`src/gps_pkg.sv`:
```
package gps_pkg;

   // Baseband input samples.
   localparam int SAMPLE_W = 4;
   typedef logic signed [SAMPLE_W-1:0] sample_t;

   // NCO accumulator widths.
   localparam int CARR_PHASE_W = 16;
   localparam int CODE_PHASE_W = 16;

   // Carrier amplitude.
   localparam int CARR_AMP_W = 3;
   typedef logic signed [CARR_AMP_W-1:0] carr_amp_t;
   localparam int CARR_AMP = 2;

   // Sample after carrier wipe-off.
   typedef logic signed [SAMPLE_W+CARR_AMP_W-1:0] wiped_t;

   // Integrate-and-dump sums.
   localparam int ACC_W = 20;
   typedef logic signed [ACC_W-1:0] acc_t;

   // PRN number minus one.
   typedef logic [4:0] prn_t;

   // Carrier quadrant, the top two bits of the lookup index.
   typedef enum logic [1:0] {
      Q0,
      Q1,
      Q2,
      Q3
   } quadrant_e;

   // Cosine over one carrier period, indexed by {quadrant, offset}.
   // Sine reads the same table one quadrant back.
   localparam carr_amp_t CARR_COS_TBL [8] = '{
      carr_amp_t'(CARR_AMP),
      carr_amp_t'(CARR_AMP / 2),
      carr_amp_t'(0),
      carr_amp_t'(-CARR_AMP / 2),
      carr_amp_t'(-CARR_AMP),
      carr_amp_t'(-CARR_AMP / 2),
      carr_amp_t'(0),
      carr_amp_t'(CARR_AMP / 2)
   };

endpackage

```
`src/carrier_mixer.sv`:
```
`timescale 1ns/1ps

module carrier_mixer import gps_pkg::*; (
   input  logic                    clk,
   input  logic                    rst_n_i,
   input  logic                    data_valid_i,
   input  sample_t                 data_i,
   input  logic [CARR_PHASE_W-1:0] carr_inc_i,
   output logic                    wiped_valid_o,
   output wiped_t                  wiped_i_o,
   output wiped_t                  wiped_q_o
);

   // Lookup index is the top bits of the phase.
   localparam int IDX_W = 3;

   logic [CARR_PHASE_W-1:0] carr_phase;
   logic [IDX_W-1:0]        carr_idx;
   logic                    carr_off;
   quadrant_e               cos_quad;
   quadrant_e               sin_quad;
   carr_amp_t               cos_amp;
   carr_amp_t               sin_amp;

   ////////////////////////////////////////////////////////////////////////////
   // Carrier NCO
   ////////////////////////////////////////////////////////////////////////////

   // Phase steps once per accepted sample.
   always_ff @(posedge clk) begin
      if (!rst_n_i) begin
         carr_phase <= '0;
      end else if (data_valid_i) begin
         carr_phase <= carr_phase + carr_inc_i;
      end
   end

   // The current sample is mixed with the phase before the add.
   assign carr_idx = carr_phase[CARR_PHASE_W-1 -: IDX_W];
   assign cos_quad = quadrant_e'(carr_idx[IDX_W-1 -: 2]);
   assign carr_off = carr_idx[0];

   ////////////////////////////////////////////////////////////////////////////
   // Cosine and sine lookup
   ////////////////////////////////////////////////////////////////////////////

   // Sine lags cosine by one quadrant.
   always_comb begin
      case (cos_quad)
         Q0:      sin_quad = Q3;
         Q1:      sin_quad = Q0;
         Q2:      sin_quad = Q1;
         default: sin_quad = Q2;
      endcase
   end

   assign cos_amp = CARR_COS_TBL[{cos_quad, carr_off}];
   assign sin_amp = CARR_COS_TBL[{sin_quad, carr_off}];

   ////////////////////////////////////////////////////////////////////////////
   // Carrier wipe-off
   ////////////////////////////////////////////////////////////////////////////

   always_ff @(posedge clk) begin
      if (!rst_n_i) begin
         wiped_valid_o <= 1'b0;
      end else begin
         wiped_valid_o <= data_valid_i;
      end
   end

   always_ff @(posedge clk) begin
      if (data_valid_i) begin
         wiped_i_o <= wiped_t'(data_i) * wiped_t'(cos_amp);
         wiped_q_o <= wiped_t'(data_i) * wiped_t'(sin_amp);
      end
   end

endmodule

```
`src/code_generator.sv`:
```
`timescale 1ns/1ps

module code_generator import gps_pkg::*; (
   input  logic                    clk,
   input  logic                    rst_n_i,
   input  logic                    data_valid_i,
   input  logic [CODE_PHASE_W-1:0] code_inc_i,
   input  prn_t                    prn_i,
   output logic                    chip_early_o,
   output logic                    chip_prompt_o,
   output logic                    chip_late_o
);

   // G2 phase selector taps per PRN, one hex digit per tap.
   localparam logic [7:0] G2_TAPS [32] = '{
      8'h26, 8'h37, 8'h48, 8'h59, 8'h19, 8'h2a, 8'h18, 8'h29,
      8'h3a, 8'h23, 8'h34, 8'h56, 8'h67, 8'h78, 8'h89, 8'h9a,
      8'h14, 8'h25, 8'h36, 8'h47, 8'h58, 8'h69, 8'h13, 8'h46,
      8'h57, 8'h68, 8'h79, 8'h8a, 8'h16, 8'h27, 8'h38, 8'h49
   };

   logic [CODE_PHASE_W-1:0] code_phase;
   logic [CODE_PHASE_W:0]   phase_sum;
   logic                    half_carry;
   logic                    second_half;
   logic [10:1]             g1;
   logic [10:1]             g2;
   logic [3:0]              tap_a;
   logic [3:0]              tap_b;
   logic                    ca_bit;
   logic [2:0]              chip_hist;

   ////////////////////////////////////////////////////////////////////////////
   // Code NCO
   ////////////////////////////////////////////////////////////////////////////

   assign phase_sum  = {1'b0, code_phase} + {1'b0, code_inc_i};
   // Each carry out is half a chip.
   assign half_carry = data_valid_i & phase_sum[CODE_PHASE_W];

   always_ff @(posedge clk) begin
      if (!rst_n_i) begin
         code_phase  <= '0;
         second_half <= 1'b0;
      end else if (data_valid_i) begin
         code_phase <= phase_sum[CODE_PHASE_W-1:0];
         if (half_carry) begin
            second_half <= ~second_half;
         end
      end
   end

   ////////////////////////////////////////////////////////////////////////////
   // C/A Gold code
   ////////////////////////////////////////////////////////////////////////////

   assign tap_a  = G2_TAPS[prn_i][7:4];
   assign tap_b  = G2_TAPS[prn_i][3:0];
   assign ca_bit = g1[10] ^ g2[tap_a] ^ g2[tap_b];

   // Both registers step at the end of a full chip.
   always_ff @(posedge clk) begin
      if (!rst_n_i) begin
         g1 <= '1;
         g2 <= '1;
      end else if (half_carry && second_half) begin
         g1 <= {g1[9:1], g1[3] ^ g1[10]};
         g2 <= {g2[9:1], g2[2] ^ g2[3] ^ g2[6] ^ g2[8] ^ g2[9] ^ g2[10]};
      end
   end

   ////////////////////////////////////////////////////////////////////////////
   // Early, prompt and late chips
   ////////////////////////////////////////////////////////////////////////////

   // Bit 0 is the newest half-chip, which is early.
   always_ff @(posedge clk) begin
      if (!rst_n_i) begin
         chip_hist <= '1;
      end else if (half_carry) begin
         chip_hist <= {chip_hist[1:0], ca_bit};
      end
   end

   // Registered with the carrier result for the same sample.
   always_ff @(posedge clk) begin
      if (!rst_n_i) begin
         chip_early_o  <= 1'b1;
         chip_prompt_o <= 1'b1;
         chip_late_o   <= 1'b1;
      end else if (data_valid_i) begin
         chip_early_o  <= chip_hist[0];
         chip_prompt_o <= chip_hist[1];
         chip_late_o   <= chip_hist[2];
      end
   end

endmodule

```
`src/correlator_bank.sv`:
```
`timescale 1ns/1ps

module correlator_bank import gps_pkg::*; #(
   parameter int ACC_LEN = 16
) (
   input  logic   clk,
   input  logic   rst_n_i,
   input  logic   wiped_valid_i,
   input  wiped_t wiped_i_i,
   input  wiped_t wiped_q_i,
   input  logic   chip_early_i,
   input  logic   chip_prompt_i,
   input  logic   chip_late_i,
   output logic   acc_valid_o,
   output acc_t   i_early_o,
   output acc_t   q_early_o,
   output acc_t   i_prompt_o,
   output acc_t   q_prompt_o,
   output acc_t   i_late_o,
   output acc_t   q_late_o
);

   localparam int CNT_W    = $clog2(ACC_LEN);
   localparam int NUM_TAPS = 3;

   logic [CNT_W-1:0]    smp_cnt;
   logic                first_smp;
   logic                last_smp;
   logic                dump;
   logic [NUM_TAPS-1:0] chips;
   acc_t                sum_i [NUM_TAPS];
   acc_t                sum_q [NUM_TAPS];

   // Chip of 1 keeps the sign, chip of 0 flips it.
   function automatic acc_t code_wipe(input wiped_t val, input logic chip);
      acc_t ext;
      ext = acc_t'(val);
      return chip ? ext : -ext;
   endfunction

   // Index 0 is early, 2 is late.
   assign chips = {chip_late_i, chip_prompt_i, chip_early_i};

   ////////////////////////////////////////////////////////////////////////////
   // Sample counter
   ////////////////////////////////////////////////////////////////////////////

   assign first_smp = (smp_cnt == '0);
   assign last_smp  = (smp_cnt == CNT_W'(ACC_LEN - 1));

   always_ff @(posedge clk) begin
      if (!rst_n_i) begin
         smp_cnt <= '0;
         dump    <= 1'b0;
      end else begin
         dump <= wiped_valid_i & last_smp;
         if (wiped_valid_i) begin
            smp_cnt <= last_smp ? '0 : smp_cnt + 1'b1;
         end
      end
   end

   ////////////////////////////////////////////////////////////////////////////
   // Code wipe-off and integrate
   ////////////////////////////////////////////////////////////////////////////

   // First sample of an accumulation starts a fresh sum.
   always_ff @(posedge clk) begin
      if (wiped_valid_i) begin
         for (int k = 0; k < NUM_TAPS; k++) begin
            sum_i[k] <= (first_smp ? '0 : sum_i[k]) + code_wipe(wiped_i_i, chips[k]);
            sum_q[k] <= (first_smp ? '0 : sum_q[k]) + code_wipe(wiped_q_i, chips[k]);
         end
      end
   end

   ////////////////////////////////////////////////////////////////////////////
   // Dump
   ////////////////////////////////////////////////////////////////////////////

   // Outputs hold until the next dump.
   always_ff @(posedge clk) begin
      if (!rst_n_i) begin
         acc_valid_o <= 1'b0;
         i_early_o   <= '0;
         q_early_o   <= '0;
         i_prompt_o  <= '0;
         q_prompt_o  <= '0;
         i_late_o    <= '0;
         q_late_o    <= '0;
      end else begin
         acc_valid_o <= dump;
         if (dump) begin
            i_early_o  <= sum_i[0];
            q_early_o  <= sum_q[0];
            i_prompt_o <= sum_i[1];
            q_prompt_o <= sum_q[1];
            i_late_o   <= sum_i[2];
            q_late_o   <= sum_q[2];
         end
      end
   end

endmodule

```
`src/gps_channel.sv`:
```
`timescale 1ns/1ps

module gps_channel import gps_pkg::*; #(
   parameter int ACC_LEN = 16
) (
   input  logic                    clk,
   input  logic                    rst_n_i,
   input  logic                    data_valid_i,
   input  sample_t                 data_i,
   input  logic [CARR_PHASE_W-1:0] carr_inc_i,
   input  logic [CODE_PHASE_W-1:0] code_inc_i,
   input  prn_t                    prn_i,
   output logic                    acc_valid_o,
   output acc_t                    i_early_o,
   output acc_t                    q_early_o,
   output acc_t                    i_prompt_o,
   output acc_t                    q_prompt_o,
   output acc_t                    i_late_o,
   output acc_t                    q_late_o
);

   // Carrier path results.
   logic   wiped_valid;
   wiped_t wiped_i;
   wiped_t wiped_q;

   // Code path results, aligned with the carrier path.
   logic chip_early;
   logic chip_prompt;
   logic chip_late;

   carrier_mixer u_carrier_mixer (
      .clk           (clk),
      .rst_n_i       (rst_n_i),
      .data_valid_i  (data_valid_i),
      .data_i        (data_i),
      .carr_inc_i    (carr_inc_i),
      .wiped_valid_o (wiped_valid),
      .wiped_i_o     (wiped_i),
      .wiped_q_o     (wiped_q)
   );

   code_generator u_code_generator (
      .clk           (clk),
      .rst_n_i       (rst_n_i),
      .data_valid_i  (data_valid_i),
      .code_inc_i    (code_inc_i),
      .prn_i         (prn_i),
      .chip_early_o  (chip_early),
      .chip_prompt_o (chip_prompt),
      .chip_late_o   (chip_late)
   );

   correlator_bank #(
      .ACC_LEN (ACC_LEN)
   ) u_correlator_bank (
      .clk           (clk),
      .rst_n_i       (rst_n_i),
      .wiped_valid_i (wiped_valid),
      .wiped_i_i     (wiped_i),
      .wiped_q_i     (wiped_q),
      .chip_early_i  (chip_early),
      .chip_prompt_i (chip_prompt),
      .chip_late_i   (chip_late),
      .acc_valid_o   (acc_valid_o),
      .i_early_o     (i_early_o),
      .q_early_o     (q_early_o),
      .i_prompt_o    (i_prompt_o),
      .q_prompt_o    (q_prompt_o),
      .i_late_o      (i_late_o),
      .q_late_o      (q_late_o)
   );

endmodule

```
`config.mk`:
```
export PLATFORM = sky130hd
export DESIGN_NAME = gps_channel
export DESIGN_NICKNAME = d
export VERILOG_FILES = /design/src/gps_pkg.sv /design/src/carrier_mixer.sv /design/src/code_generator.sv /design/src/correlator_bank.sv /design/src/gps_channel.sv
export SDC_FILE = /design/constraint.sdc
export NUM_CORES = 1
export LEC_CHECK = 0
export BUFFER_PORTS_ARGS = -buffer_cell sky130_fd_sc_hd__buf_2
export CAP_MARGIN = 20
export CORE_ASPECT_RATIO = 0.6
export CORE_MARGIN = 3
export CORE_UTILIZATION = 40
export DETAILED_ROUTE_END_ITERATION = 10
export SLEW_MARGIN = 10
export SYNTH_ARGS = -nofsm -noshare
export SYNTH_HDL_FRONTEND = slang
export SYNTH_HIERARCHICAL = 1
export SYNTH_SLANG_ARGS = --single-unit
export TNS_END_PERCENT = 20
```
`constraint.sdc`:
```
create_clock -name clk -period 4.1 [get_ports clk]
set_input_delay 0.82 -clock clk [delete_from_list [all_inputs] [get_ports clk]]
set_output_delay 0.82 -clock clk [all_outputs]
set_load 0.005 [all_outputs]
```
---- After elaboration in Yosys (flattened, before gate mapping) ----
Memories as Yosys holds them, arrays and structs flattened.
Index checks and enable logic that the tools add are counted.
word-level totals
  register bits ........................... 200
  bits in latches ......................... 0
  memory bits (writable) .................. 120
  ROM bits ................................ 304
  output and inout port bits .............. 121
  memories ................................ 5
memory list
  memory                   depth  width  read ports  clocked after memory_dff  write ports  line                   source
  (name not given)         32     8      1           0                         0            code_generator.sv:57   assign tap_a = G2_TAPS[prn_i][7:4];
  u_correlator_bank.sum_i  3      20     3           0                         3            correlator_bank.sv:31  acc_t sum_i [NUM_TAPS];
  u_correlator_bank.sum_q  3      20     3           0                         3            correlator_bank.sv:32  acc_t sum_q [NUM_TAPS];
  (name not given)         8      3      1           0                         0            carrier_mixer.sv:57    assign cos_amp = CARR_COS_TBL[{cos_quad, carr_off}];
  (name not given)         8      3      1           0                         0            carrier_mixer.sv:58    assign sin_amp = CARR_COS_TBL[{sin_quad, carr_off}];
operators by class
  add/subtract/negate cells ............... 11
  $mul .................................... 2
  divide/modulo/power cells ............... 0
  $lt $le $gt $ge ......................... 5
  eq/ne operators ......................... 3
  shifts and indexed selects .............. 0
  multiplexer cells ....................... 26
  bitwise logic cells ..................... 14
  reductions and logical operators ........ 4
operators with widths
  kind                   number
  $mux W20               12
  $add A20 B20 Y20       6
  $neg A7 Y20            2
  $add A16 B16 Y17       1
  $add A16 B16 Y16       1
  $mux W8                2
  $mul A4 B3 Y7          2
  $mux W3                4
  $lt A4 B5 Y1 const B   2
  $bmux W1 S4            2
  $ge A4 B4 Y1 const B   2
  $not A3 Y4             2
  $xor A1 B1 Y1          8
  $ge A6 B6 Y1 const B   1
  $not A5 Y6             1
  $pmux W2 S3            1
  $add A4 B1 Y4 const B  1
  $eq A4 B4 Y1 const B   1
  $logic_not A4 Y1       1
  $mux W1                4
  $mux W4                1
  $and A1 B1 Y1          2
  $eq A2 B1 Y1 const B   1
  $eq A2 B2 Y1 const B   1
  4 further kinds        4

---- Depth between registers and ports, before layout ----
Gate-level depths: netlist of run 1.
  depth after elaboration ................. 8
  mapped depth ............................ 16
  gate-level depth less buffers ........... 15

---- Cells and area by module ----
The synthesis of run 1 kept the hierarchy.
by module, submodules not included
  module           instances  cells each  area each (µm²)  sequential area each (µm²)
  correlator_bank  1          1555        15387.3          6125.9
  code_generator   1          380         3211.8           860.8
  carrier_mixer    1          268         2567.5           730.7

---- Worst setup path after synthesis of run 1 ----
Ideal clock, no wire load.
  path type ............................... register to register
  start ................................... register u_carrier_mixer.wiped_valid_o
  end ..................................... register u_correlator_bank.smp_cnt[3]
  arrival ................................. 3.787 ns
  required time ........................... 3.985 ns
  slack ................................... 0.198 ns
  stages on the path, launching flop included .. 5
  path buffers ............................ 0
  period minus slack after synthesis ...... 3.902 ns
  cells stage by stage .................... dfxtp_1 nand2_1 o21ai_0 o41ai_1 and2_1
RTL lines
  item                      line                   source
  start: declaration        carrier_mixer.sv:9     output logic wiped_valid_o,
  start signal: assignment  carrier_mixer.sv:68    wiped_valid_o <= data_valid_i;
  end signal: assignment    correlator_bank.sv:58  smp_cnt <= last_smp ? '0 : smp_cnt + 1'b1;
  end: declaration          correlator_bank.sv:26  logic [CNT_W-1:0] smp_cnt;

==> impl_metrics.ini, run 1 <==
[sta]
hold_viol = 0
layout_worst_path_cycle_share_pct = 96.5
max_freq_mhz = 253
holdWs_ns = 0.456
period_minus_slack_ns = 3.96
setup_violations = 0
worst_slew_pin_slew_ns = 0.960
finalMaxSlewViolations = 0
slew_headroom_pct = 36.0
fin_tns_setup_ns = 0
finClkSkew_ns = 0.0168

[clock_tree]
cts_root_buf = clkbuf_16
numCtsBuffers = 35
hold_buffers = 0
clkLatencyLatePin_ns = 0.53
cts.clk_slew.worst_paths_ns = 0.06
cts.sinks = 319
cts_tree = built
htree_levels = 2
clock_path_buffers = 3

[synth]
synth_mux_area_share_pct = 8.23
ys_ff_latch = 319
yosys_warnings = 6
syn_avg_cell_area_um2 = 9.61
async_reset_ff_share_pct = 0
syn_nets = 2447
synth_edf_count = 133
synth_ff_type = dfxtp_1
syn-instance-count = 2203
synth_top_family_by_area = simple AND/OR/NAND/NOR gates
synth-xor-area-share_pct = 6.70
synth_compound_area_share_pct = 15.4
synthesis.area_mm2 = 0.0212
synthDistinctLibCells = 88
seq_area_frac_synth_pct = 36.5
synth_fa_ha_area_share_pct = 12.5
synthSimpleGateAreaFrac_pct = 17.7

[critical_path]
r2r_setup_slack_ns = 0.14
critical_path_required_ns = 4.37
critPathMaxFanout = 6
worst_path_largest_cell_delay_ns = 0.56
crit_chain = inv_1 > ha_1 > nor3b_1 > buf_4 > nand2_1 > ha_1 > a21oi_1 > ha_1 > a2111oi_0 > o21ai_0 > a21oi_1 > a21o_1 > nor3_1 > a311o_1
start_kind = flip-flop
slowest_stage = edfxtp_1
worstSetupEndpointType = flip-flop
criticalPathCategory = reg2reg
arrival_ns = 4.23
cp_common_cell = ha_1

[cells_and_area]
fin_nets = 2590
final_core_util_pct = 46.4
multiInputGateArea_mm2 = 0.0128
fillers = 4900
stdcell_count = 3066
area_growth_syn_to_layout_pct = 13.2
seq_area_mm2 = 0.00772
drive_above_1_share_pct = 12.5
fin_area_mm2 = 0.0240

[global_route]
grt_usage_pct = 18.0
grt_first_pass_wirelength_mm = 82.2
grt-ovfl-total = 0
grt_pass1_vias = 15400
antenna_found_initial = 3
grt_max_degree = 145

[floorplanning]
core_area_mm2 = 0.0516
fp.dieH_um = 184
dieWidth_um = 303
ios = 165
start_util_pct = 41.0
num_rows = 64
dieArea_mm2 = 0.0558

[routing]
routedWlPerCell_um = 16.9
antenna_left = 0
drt_first_pass_iters = 5
drt-initial-drc-count = 1079
remaining_drc_errors = 0
vias_per_cell = 5.34
totalWireLength_mm = 51.8
vias = 16400

[pwr]
peakVddDrop_mv = 0.253
p_leak_uw = 0.0103
power.density_mw_per_mm2 = 447

[place]
place_area_mm2 = 0.0227
hpwl_mm = 38.3
gp_congestion = 0.888
port_buffers = 164
placed_cells = 2998

[min_path]
hold_class = reg2reg

[job]
cap_violations = 0

[status]
status = completed
==> placed cells by master (no fill, tap or decap), types with 59 or more instances in the layout <==
master / netlist / routed
a21o_1: 64 / 64
a21oi_1: 127 / 126
and2_1: 131 / 131
buf_2: 4 / 164
dfxtp_1: 186 / 184
edfxtp_1: 133 / 133
ha_1: 181 / 181
inv_1: 70 / 70
mux2i_1: 158 / 158
nand2_1: 128 / 127
nor2_1: 101 / 101
nor2b_1: 165 / 165
o21ai_0: 114 / 114
xnor2_1: 103 / 103
xor2_1: 59 / 59
==> per-stage QoR <==
stage               total power (µW)  setup WS, ns
CTS                            10800         0.142
global route                   11400       -0.0324
finish                         10700         0.142
detailed placement              7460         0.169
global placement                7380         0.271
floorplan                       6630         0.198
==> power breakdown <==
| group | leakage, µW | switching, µW | total, µW | internal, µW |
|---|---|---|---|---|
| clock network | 0.000572 | 1350 | 3240 | 1900 |
| logic | 0.00697 | 1970 | 3440 | 1470 |
| registers | 0.00277 | 253 | 4020 | 3770 |
==> final cells by class <==
class | instances | area share [%]
Clock buffer | 47 | 4.28
Multi-Input combinational cell | 1725 | 53.6
Antenna cell | 1 | 0.0104
Tap cell | 693 | 3.62
Inverter | 71 | 1.11
Timing Repair Buffer | 194 | 4.52
Clock inverter | 16 | 0.606
Sequential cell | 319 | 32.2
==> sequential cells by signal (all words and copies together), names as in the netlist, 7 cells and up <==
name and flops:
u_correlator_bank/sum_i 60, u_correlator_bank/sum_q 60, u_correlator_bank/i_early_o 20, u_correlator_bank/i_late_o 20, u_correlator_bank/i_prompt_o 20, u_correlator_bank/q_early_o 20
u_correlator_bank/q_late_o 20, u_correlator_bank/q_prompt_o 20, u_carrier_mixer/carr_phase 16, u_code_generator/code_phase 16, u_code_generator/g1 10, u_code_generator/g2 10
u_carrier_mixer/wiped_i_o 7
==> path summary, 6_finish.rpt <==
check,from,to,depth (start not counted)
worst max-delay path,u_carrier_mixer/wiped_i_o[0],u_correlator_bank/sum_i[0][17],14
worst min-delay path,u_carrier_mixer/carr_phase[10],u_carrier_mixer/carr_phase[10],2
worst max register to register,u_carrier_mixer/wiped_i_o[0],u_correlator_bank/sum_i[0][17],14
worst min register to register,u_carrier_mixer/carr_phase[10],u_carrier_mixer/carr_phase[10],2
==> worst max-delay path: cells and delay by family (launching register included) <==
kind	cells	cell delay [ns]
simple gates	3	0.39
buf+inv	2	0.28
flops	1	0.56
fa+ha+maj	3	0.84
compound gates	6	1.64
==> cells in the mapped netlist (all sizes together), types with 22 or more instances <==
master	number	area [µm²]
inv	70	263
and2	131	820
nor2b	165	1030
mux2i	158	1580
dfxtp	186	3720
xor2	59	517
nand2	128	480
edfxtp	133	3990
a21o	64	480
o21ai	125	629
nor3	28	145
nor2	101	379
clkbuf	65	244
nand3	57	285
ha	181	2260
buf	23	118
a211oi	22	165
xnor2	103	902
a21oi	127	636
==> logic make-up after synthesis <==
kind of cell	after synthesis
flip-flops	319
AND/OR/NAND/NOR	695
multiplexers	170
buffers and inverters	159
adder cells (fa/ha/maj)	200
XOR/XNOR	162
AO/OA/AOI/OAI	498
==> metal layers <==
metal,vias to the layer above,routed length [µm],share of wire [%],track usage (%)
li1,8211,-,-,-
met1,7690,25700,50,26.3
met2,420,22500,43,28.4
met3,58,2770,5.4,2.84
met4,2,808,1.6,3.29
met5,-,7,0.014,0
==> timing repair <==
| action | in CTS | in global routing |
|---|---|---|
| setup endpoints to repair | 0 | 21 |
| hold endpoints to repair | 0 | 0 |
| buffers inserted | 0 | 4 |
| resized for setup | 0 | 5 |
Power figures use the tool's default switching activity.
==> run 2, diff against run 1 <==
- SYNTH_HIERARCHICAL: 1 -> not set
==> run 2 against run 1 <==
Effect of this change: wire length up 2.4%; largest cell class unchanged; cell area fell by 2.8%; sequential cell count stayed put; fmax up 2.1%; via count down 0.81%; clock-buffer cell count up 4; critical endpoint is now u_correlator_bank.sum_q[0][58]; critical path depth is 1 higher; clock power increased by 2%; sequential share of layout area rose by 0.93 points; largest power group unchanged; final cell count decreased by 0.42%; non-clock buffer count is 1 higher.
==> impl_metrics.ini, run 2 <==
[synth]
syn_nets = 2439
ys_ff_latch = 319
syn-instance-count = 2199
yosysMostFrequentCell = nor2_1
yosys-top-cells-area = edfxtp_1 (20%), dfxtp_1 (18%), ha_1 (11%)
synthesis.area_mm2 = 0.0204
synth_ff_type = dfxtp_1
netlist_top_cells_count = nor2_1 (260), dfxtp_1 (186), ha_1 (177)
synthDistinctLibCells = 81
async_reset_ff_share_pct = 0
syn_avg_cell_area_um2 = 9.30
synthDominantCellAreaShare_pct = 19.5
synth.largest_area_cell = edfxtp_1
yosys_warnings = 0
seq_area_frac_synth_pct = 37.8
synth_edf_count = 133

[sta]
finClkSkew_ns = 0.0203
layout_worst_path_cycle_share_pct = 94.5
slew_headroom_pct = 34.1
max_freq_mhz = 258
worst_slew_pin_slew_ns = 0.989
period_minus_slack_ns = 3.88
rsz0062_at_grt = no
finalMaxSlewViolations = 0
fin_tns_setup_ns = 0
setup_violations = 0
holdWs_ns = 0.465
hold_viol = 0

[clock_tree]
clock_path_buffers = 3
hold_buffers = 0
cts.clk_slew.worst_paths_ns = 0.06
numCtsBuffers = 35
cts.sinks = 319
clkLatencyLatePin_ns = 0.54
htree_levels = 2
cts_root_buf = clkbuf_16
cts_tree = built

[routing]
vias = 16200
drt-initial-drc-count = 1210
remaining_drc_errors = 0
antenna_left = 0
vias_per_cell = 5.32
routedWlPerCell_um = 17.4
totalWireLength_mm = 53.0
drt_first_pass_iters = 6

[floorplanning]
start_util_pct = 41.0
ios = 165
dieArea_mm2 = 0.0539
num_rows = 63
fp.dieH_um = 181
core_area_mm2 = 0.0499
dieWidth_um = 298

[critical_path]
r2r_setup_slack_ns = 0.22
rr_startpoint = u_correlator_bank.smp_cnt[0]
cp-startpoint = u_correlator_bank.smp_cnt[0]
critPathMaxFanout = 11
r2r_end = u_correlator_bank.sum_q[0][58]
critical_path_required_ns = 4.49
worstSetupEndpointType = flip-flop
arrival_ns = 4.26
criticalPathCategory = reg2reg
start_kind = flip-flop
worst-r2r-cell-count = 15

[min_path]
hold_depth = 2
hold_path.startpoint = u_code_generator.code_phase[11]
hold_end = u_code_generator.code_phase[11]
hold_class = reg2reg

[pwr]
p_leak_uw = 0.0101
power.density_mw_per_mm2 = 459
peakVddDrop_mv = 0.253

[global_route]
grt-ovfl-total = 0
antenna_found_initial = 0
grt_pass1_vias = 15100
grt_usage_pct = 19.0
grt_first_pass_wirelength_mm = 83.6
grt_max_degree = 122

[status]
status = completed

[place]
placed_cells = 2990
hpwl_mm = 38.7
gp_congestion = 0.916
port_buffers = 164

[cells_and_area]
fin_nets = 2585
area_growth_syn_to_layout_pct = 13.9
reg_top3 = u_correlator_bank.sum_i (60), u_correlator_bank.sum_q (60)
stdcell_count = 3053
final_common_cell = nor2_1
final_core_util_pct = 46.7
antenna_cells = 0
drive_above_1_share_pct = 12.3
final_cell_mix = nor2_1 (259), dfxtp_1 (184), ha_1 (177)

[job]
cap_violations = 0
## run 2: area by class of cell
| cell class | count | area, µm² |
|---|---|---|
| well taps | 682 | 853 |
| fillers | 4739 | 26600 |
| flip-flops and latches | 319 | 7720 |
| repair buffers | 195 | 1100 |
| clock buffers | 51 | 1070 |
| multi-input cells | 1702 | 12100 |
| clock inverters | 12 | 119 |
| inverters | 92 | 348 |
## run 2: worst max-delay path by stage
| stage | end | slack (ns) | cells after the start |
|---|---|---|---|
| 2_1_floorplan | u_correlator_bank.smp_cnt[3] | 0.13 | 3 |
| 3_3_place_gp | u_correlator_bank.sum_q[0][18] | 0.21 | 14 |
| 3_5_place_dp | u_correlator_bank.sum_q[0][18] | 0.12 | 14 |
| 4_1_cts | u_correlator_bank.sum_q[0][18] | 0.09 | 14 |
| 5_1_grt | u_correlator_bank.sum_q[0][39] | 0.0005 | 13 |
| 6_report | u_correlator_bank.sum_q[0][58] | 0.22 | 15 |
## run 2: logic make-up after synthesis
kind of cell    count (synthesis)  synth area share [%]
fa+ha+maj                     196                  12.7
compound gates                444                  13.9
buf+inv                       178                  3.37
flops                         319                  37.8
simple gates                  755                  18.1
xor+xnor                      150                  6.43
mux                           157                  7.75
## run 2: repair_timing
item | 4_1_cts | 5_1_grt
endpoints found under the setup margin | 0 | 11
buffers inserted | 0 | 0
resized for setup | 0 | 7
## run 2: layer usage
metal,GRT usage (%),wire length (µm),up-vias
li1,-,-,8153
met1,30.2,28100,7655
met2,26.8,21100,370
met3,3.18,2880,70
met4,3.61,832,0
met5,0,0,-
## run 2: critical path, stage by stage, from the launching register on
cell and delay [ns]:
dfxtp_1 0.34, inv_1 0.10, ha_1 0.17, nand2_2 0.16
buf_4 0.23, and2_1 0.16, ha_1 0.20, fa_1 0.41
a21o_1 0.17, a21oi_1 0.27, o21ai_0 0.16, a2111o_1 0.47
nand2_1 0.13, o211ai_1 0.15, a2111oi_0 0.42, nand4bb_1 0.19
## run 2: power breakdown
part / switching [µW] / total [µW] / leakage [µW] / internal, µW
clock: 1360 / 3310 / 0.000596 / 1960
combinational: 2010 / 3410 / 0.00672 / 1390
sequential: 223 / 3980 / 0.00277 / 3750
## run 2: metrics by stage
| stage | setup WS, ns | area (µm²) | total power [µW] |
|---|---|---|---|
| floorplan | 0.134 | 20400 | 6480 |
| global placement | 0.206 | 22100 | 7300 |
| detailed placement | 0.115 | 22100 | 7370 |
| CTS | 0.0899 | 23300 | 10700 |
| global route | 0.000466 | 23300 | 11300 |
| finish | 0.225 | 23300 | 10700 |
==> run 3, diff against run 2 <==
- CORE_ASPECT_RATIO: 0.6 -> not set
==> run 3 against run 2 <==
Effect of this change: fmax up 1.2%; final cell count is 0.20% lower; clock-buffer cell count increased by 5; sequential share of layout area decreased by 0.15 points; cell area increased by 0.45%; register-to-register slack improved by 0.05 ns; clock power is 12% higher; via count fell by 0.86%; largest power group unchanged; highest routed layer is now met5.
==> impl_metrics.ini, run 3 (synthesis gave the netlist of run 2 again) <==
[clock_tree]
htree_levels = 2
cts_root_buf = clkbuf_16
clkLatencyLatePin_ns = 0.57
cts.sinks = 319
clock_path_buffers = 3
cts_tree = built
cts_setup_buffers = 0
cts.clk_slew.worst_paths_ns = 0.06
hold_buffers = 0
numCtsBuffers = 39

[cells_and_area]
fin_nets = 2584
drive_above_1_share_pct = 12.3
final_common_cell = nor2_1
seq_area_mm2 = 0.00772
area_growth_syn_to_layout_pct = 14.4
fillers = 4834
multiInputGateArea_mm2 = 0.0121
final_cell_mix = nor2_1 (260), dfxtp_1 (184), ha_1 (176)
reg_top3 = u_correlator_bank.sum_i (60), u_correlator_bank.sum_q (60)

[pwr]
peakVddDrop_mv = 0.270
power.density_mw_per_mm2 = 468
p_total_uw = 10900
p_leak_uw = 0.0101

[routing]
wl_met2_mm = 23.9
wl_met3_mm = 2.63
vias = 16100
drt_first_pass_iters = 7
totalWireLength_mm = 50.4
remaining_drc_errors = 0
drt-met1-wl_mm = 22.3
routedWlPerCell_um = 16.5
highest_layer = met5
antenna_left = 0
vias_per_cell = 5.29
drt-initial-drc-count = 714

[critical_path]
worstSetupEndpointType = flip-flop
worst-r2r-cell-count = 14
critical_path_required_ns = 4.47
arrival_ns = 4.20
start_kind = flip-flop
r2r_setup_slack_ns = 0.27
critPathMaxFanout = 5
criticalPathCategory = reg2reg

[global_route]
grt_usage_pct = 18.4
grt_pass1_vias = 15600
antenna_found_initial = 5
grt-ovfl-total = 0
grt_first_pass_wirelength_mm = 80.6
grt_max_degree = 64

[sta]
holdWs_ns = 0.458
finalMaxSlewViolations = 0
setup_violations = 0
worst_slew_pin_slew_ns = 1.10
max_freq_mhz = 261
finClkSkew_ns = 0.0328
hold_viol = 0
slew_headroom_pct = 26.4
rsz0062_at_grt = no
period_minus_slack_ns = 3.83
fin_tns_setup_ns = 0
layout_worst_path_cycle_share_pct = 93.4

[floorplanning]
dieArea_mm2 = 0.0539
num_rows = 82
ios = 165
start_util_pct = 40.7
fp.dieH_um = 232
core_area_mm2 = 0.0503
dieWidth_um = 232

[place]
gp_congestion = 0.912
port_buffers = 164
hpwl_mm = 37.5

[min_path]
hold_depth = 2
hold_class = reg2reg

[job]
cap_violations = 0

[status]
status = completed
-- run 3: cell count changes in the layout (fill, tap and decap cells not counted), moves of 2 or more --
cell and delta:
buf_4 -2, buf_12 -3, clkinv_8 +2, clkbuf_16 +2
clkinv_2 -3, clkbuf_8 +4, clkinv_1 +2, bufinv_16 +3
-- run 3: layout make-up --
type | count | area share [%]
multi-input cells | 1702 | 51.5
flip-flops and latches | 319 | 33.0
clock buffers | 56 | 5.01
repair buffers | 190 | 4.40
well taps | 672 | 3.59
inverters | 92 | 1.49
clock inverters | 15 | 0.941
diodes | 1 | 0.0107
-- run 3: critical path, stage by stage, from the launching register on --
cell and delay (ns):
edfxtp_1 0.49, nor2_1 0.19, and3_1 0.19, nand2_1 0.06, ha_1 0.33, a21oi_1 0.28, ha_1 0.34, a21o_1 0.21
a21o_1 0.19, a21oi_1 0.23, nor2_1 0.09, o31a_1 0.26, o21a_1 0.22, or4_1 0.46, o311ai_0 0.11
-- run 3: routing by layer --
metal,global-route usage [%],up-vias
li1,-,8137
met1,23.4,7528
met5,0,-
met3,3.69,94
met4,5.81,8
met2,31.4,341
-- run 3: where the power goes --
part	switching, µW	internal [µW]
sequential	221	3760
combinational	1900	1370
clock	1400	2310
-- run 3: per-stage QoR --
stage	utilization, %	instances	worst slack, ns	area, µm²
floorplan	-	2199	0.134	20400
global placement	43.7	2975	0.371	22000
detailed placement	43.7	2975	0.276	22000
CTS	46.5	3046	0.241	23400
global route	46.5	3047	0.0251	23400
finish	46.5	3047	0.272	23400
-- run 3: worst paths after layout --
kind,start,end
worst max-delay path,u_carrier_mixer.wiped_q_o[3],u_correlator_bank.sum_q[0][18]
worst min-delay path,u_code_generator.code_phase[11],u_code_generator.code_phase[11]
worst max register to register,u_carrier_mixer.wiped_q_o[3],u_correlator_bank.sum_q[0][18]
worst min register to register,u_code_generator.code_phase[11],u_code_generator.code_phase[11]
-- run 3: what timing repair did --
action	in CTS	in global routing
hold endpoints to repair	0	0
endpoints found under the setup margin	0	2
gates resized for setup	0	4
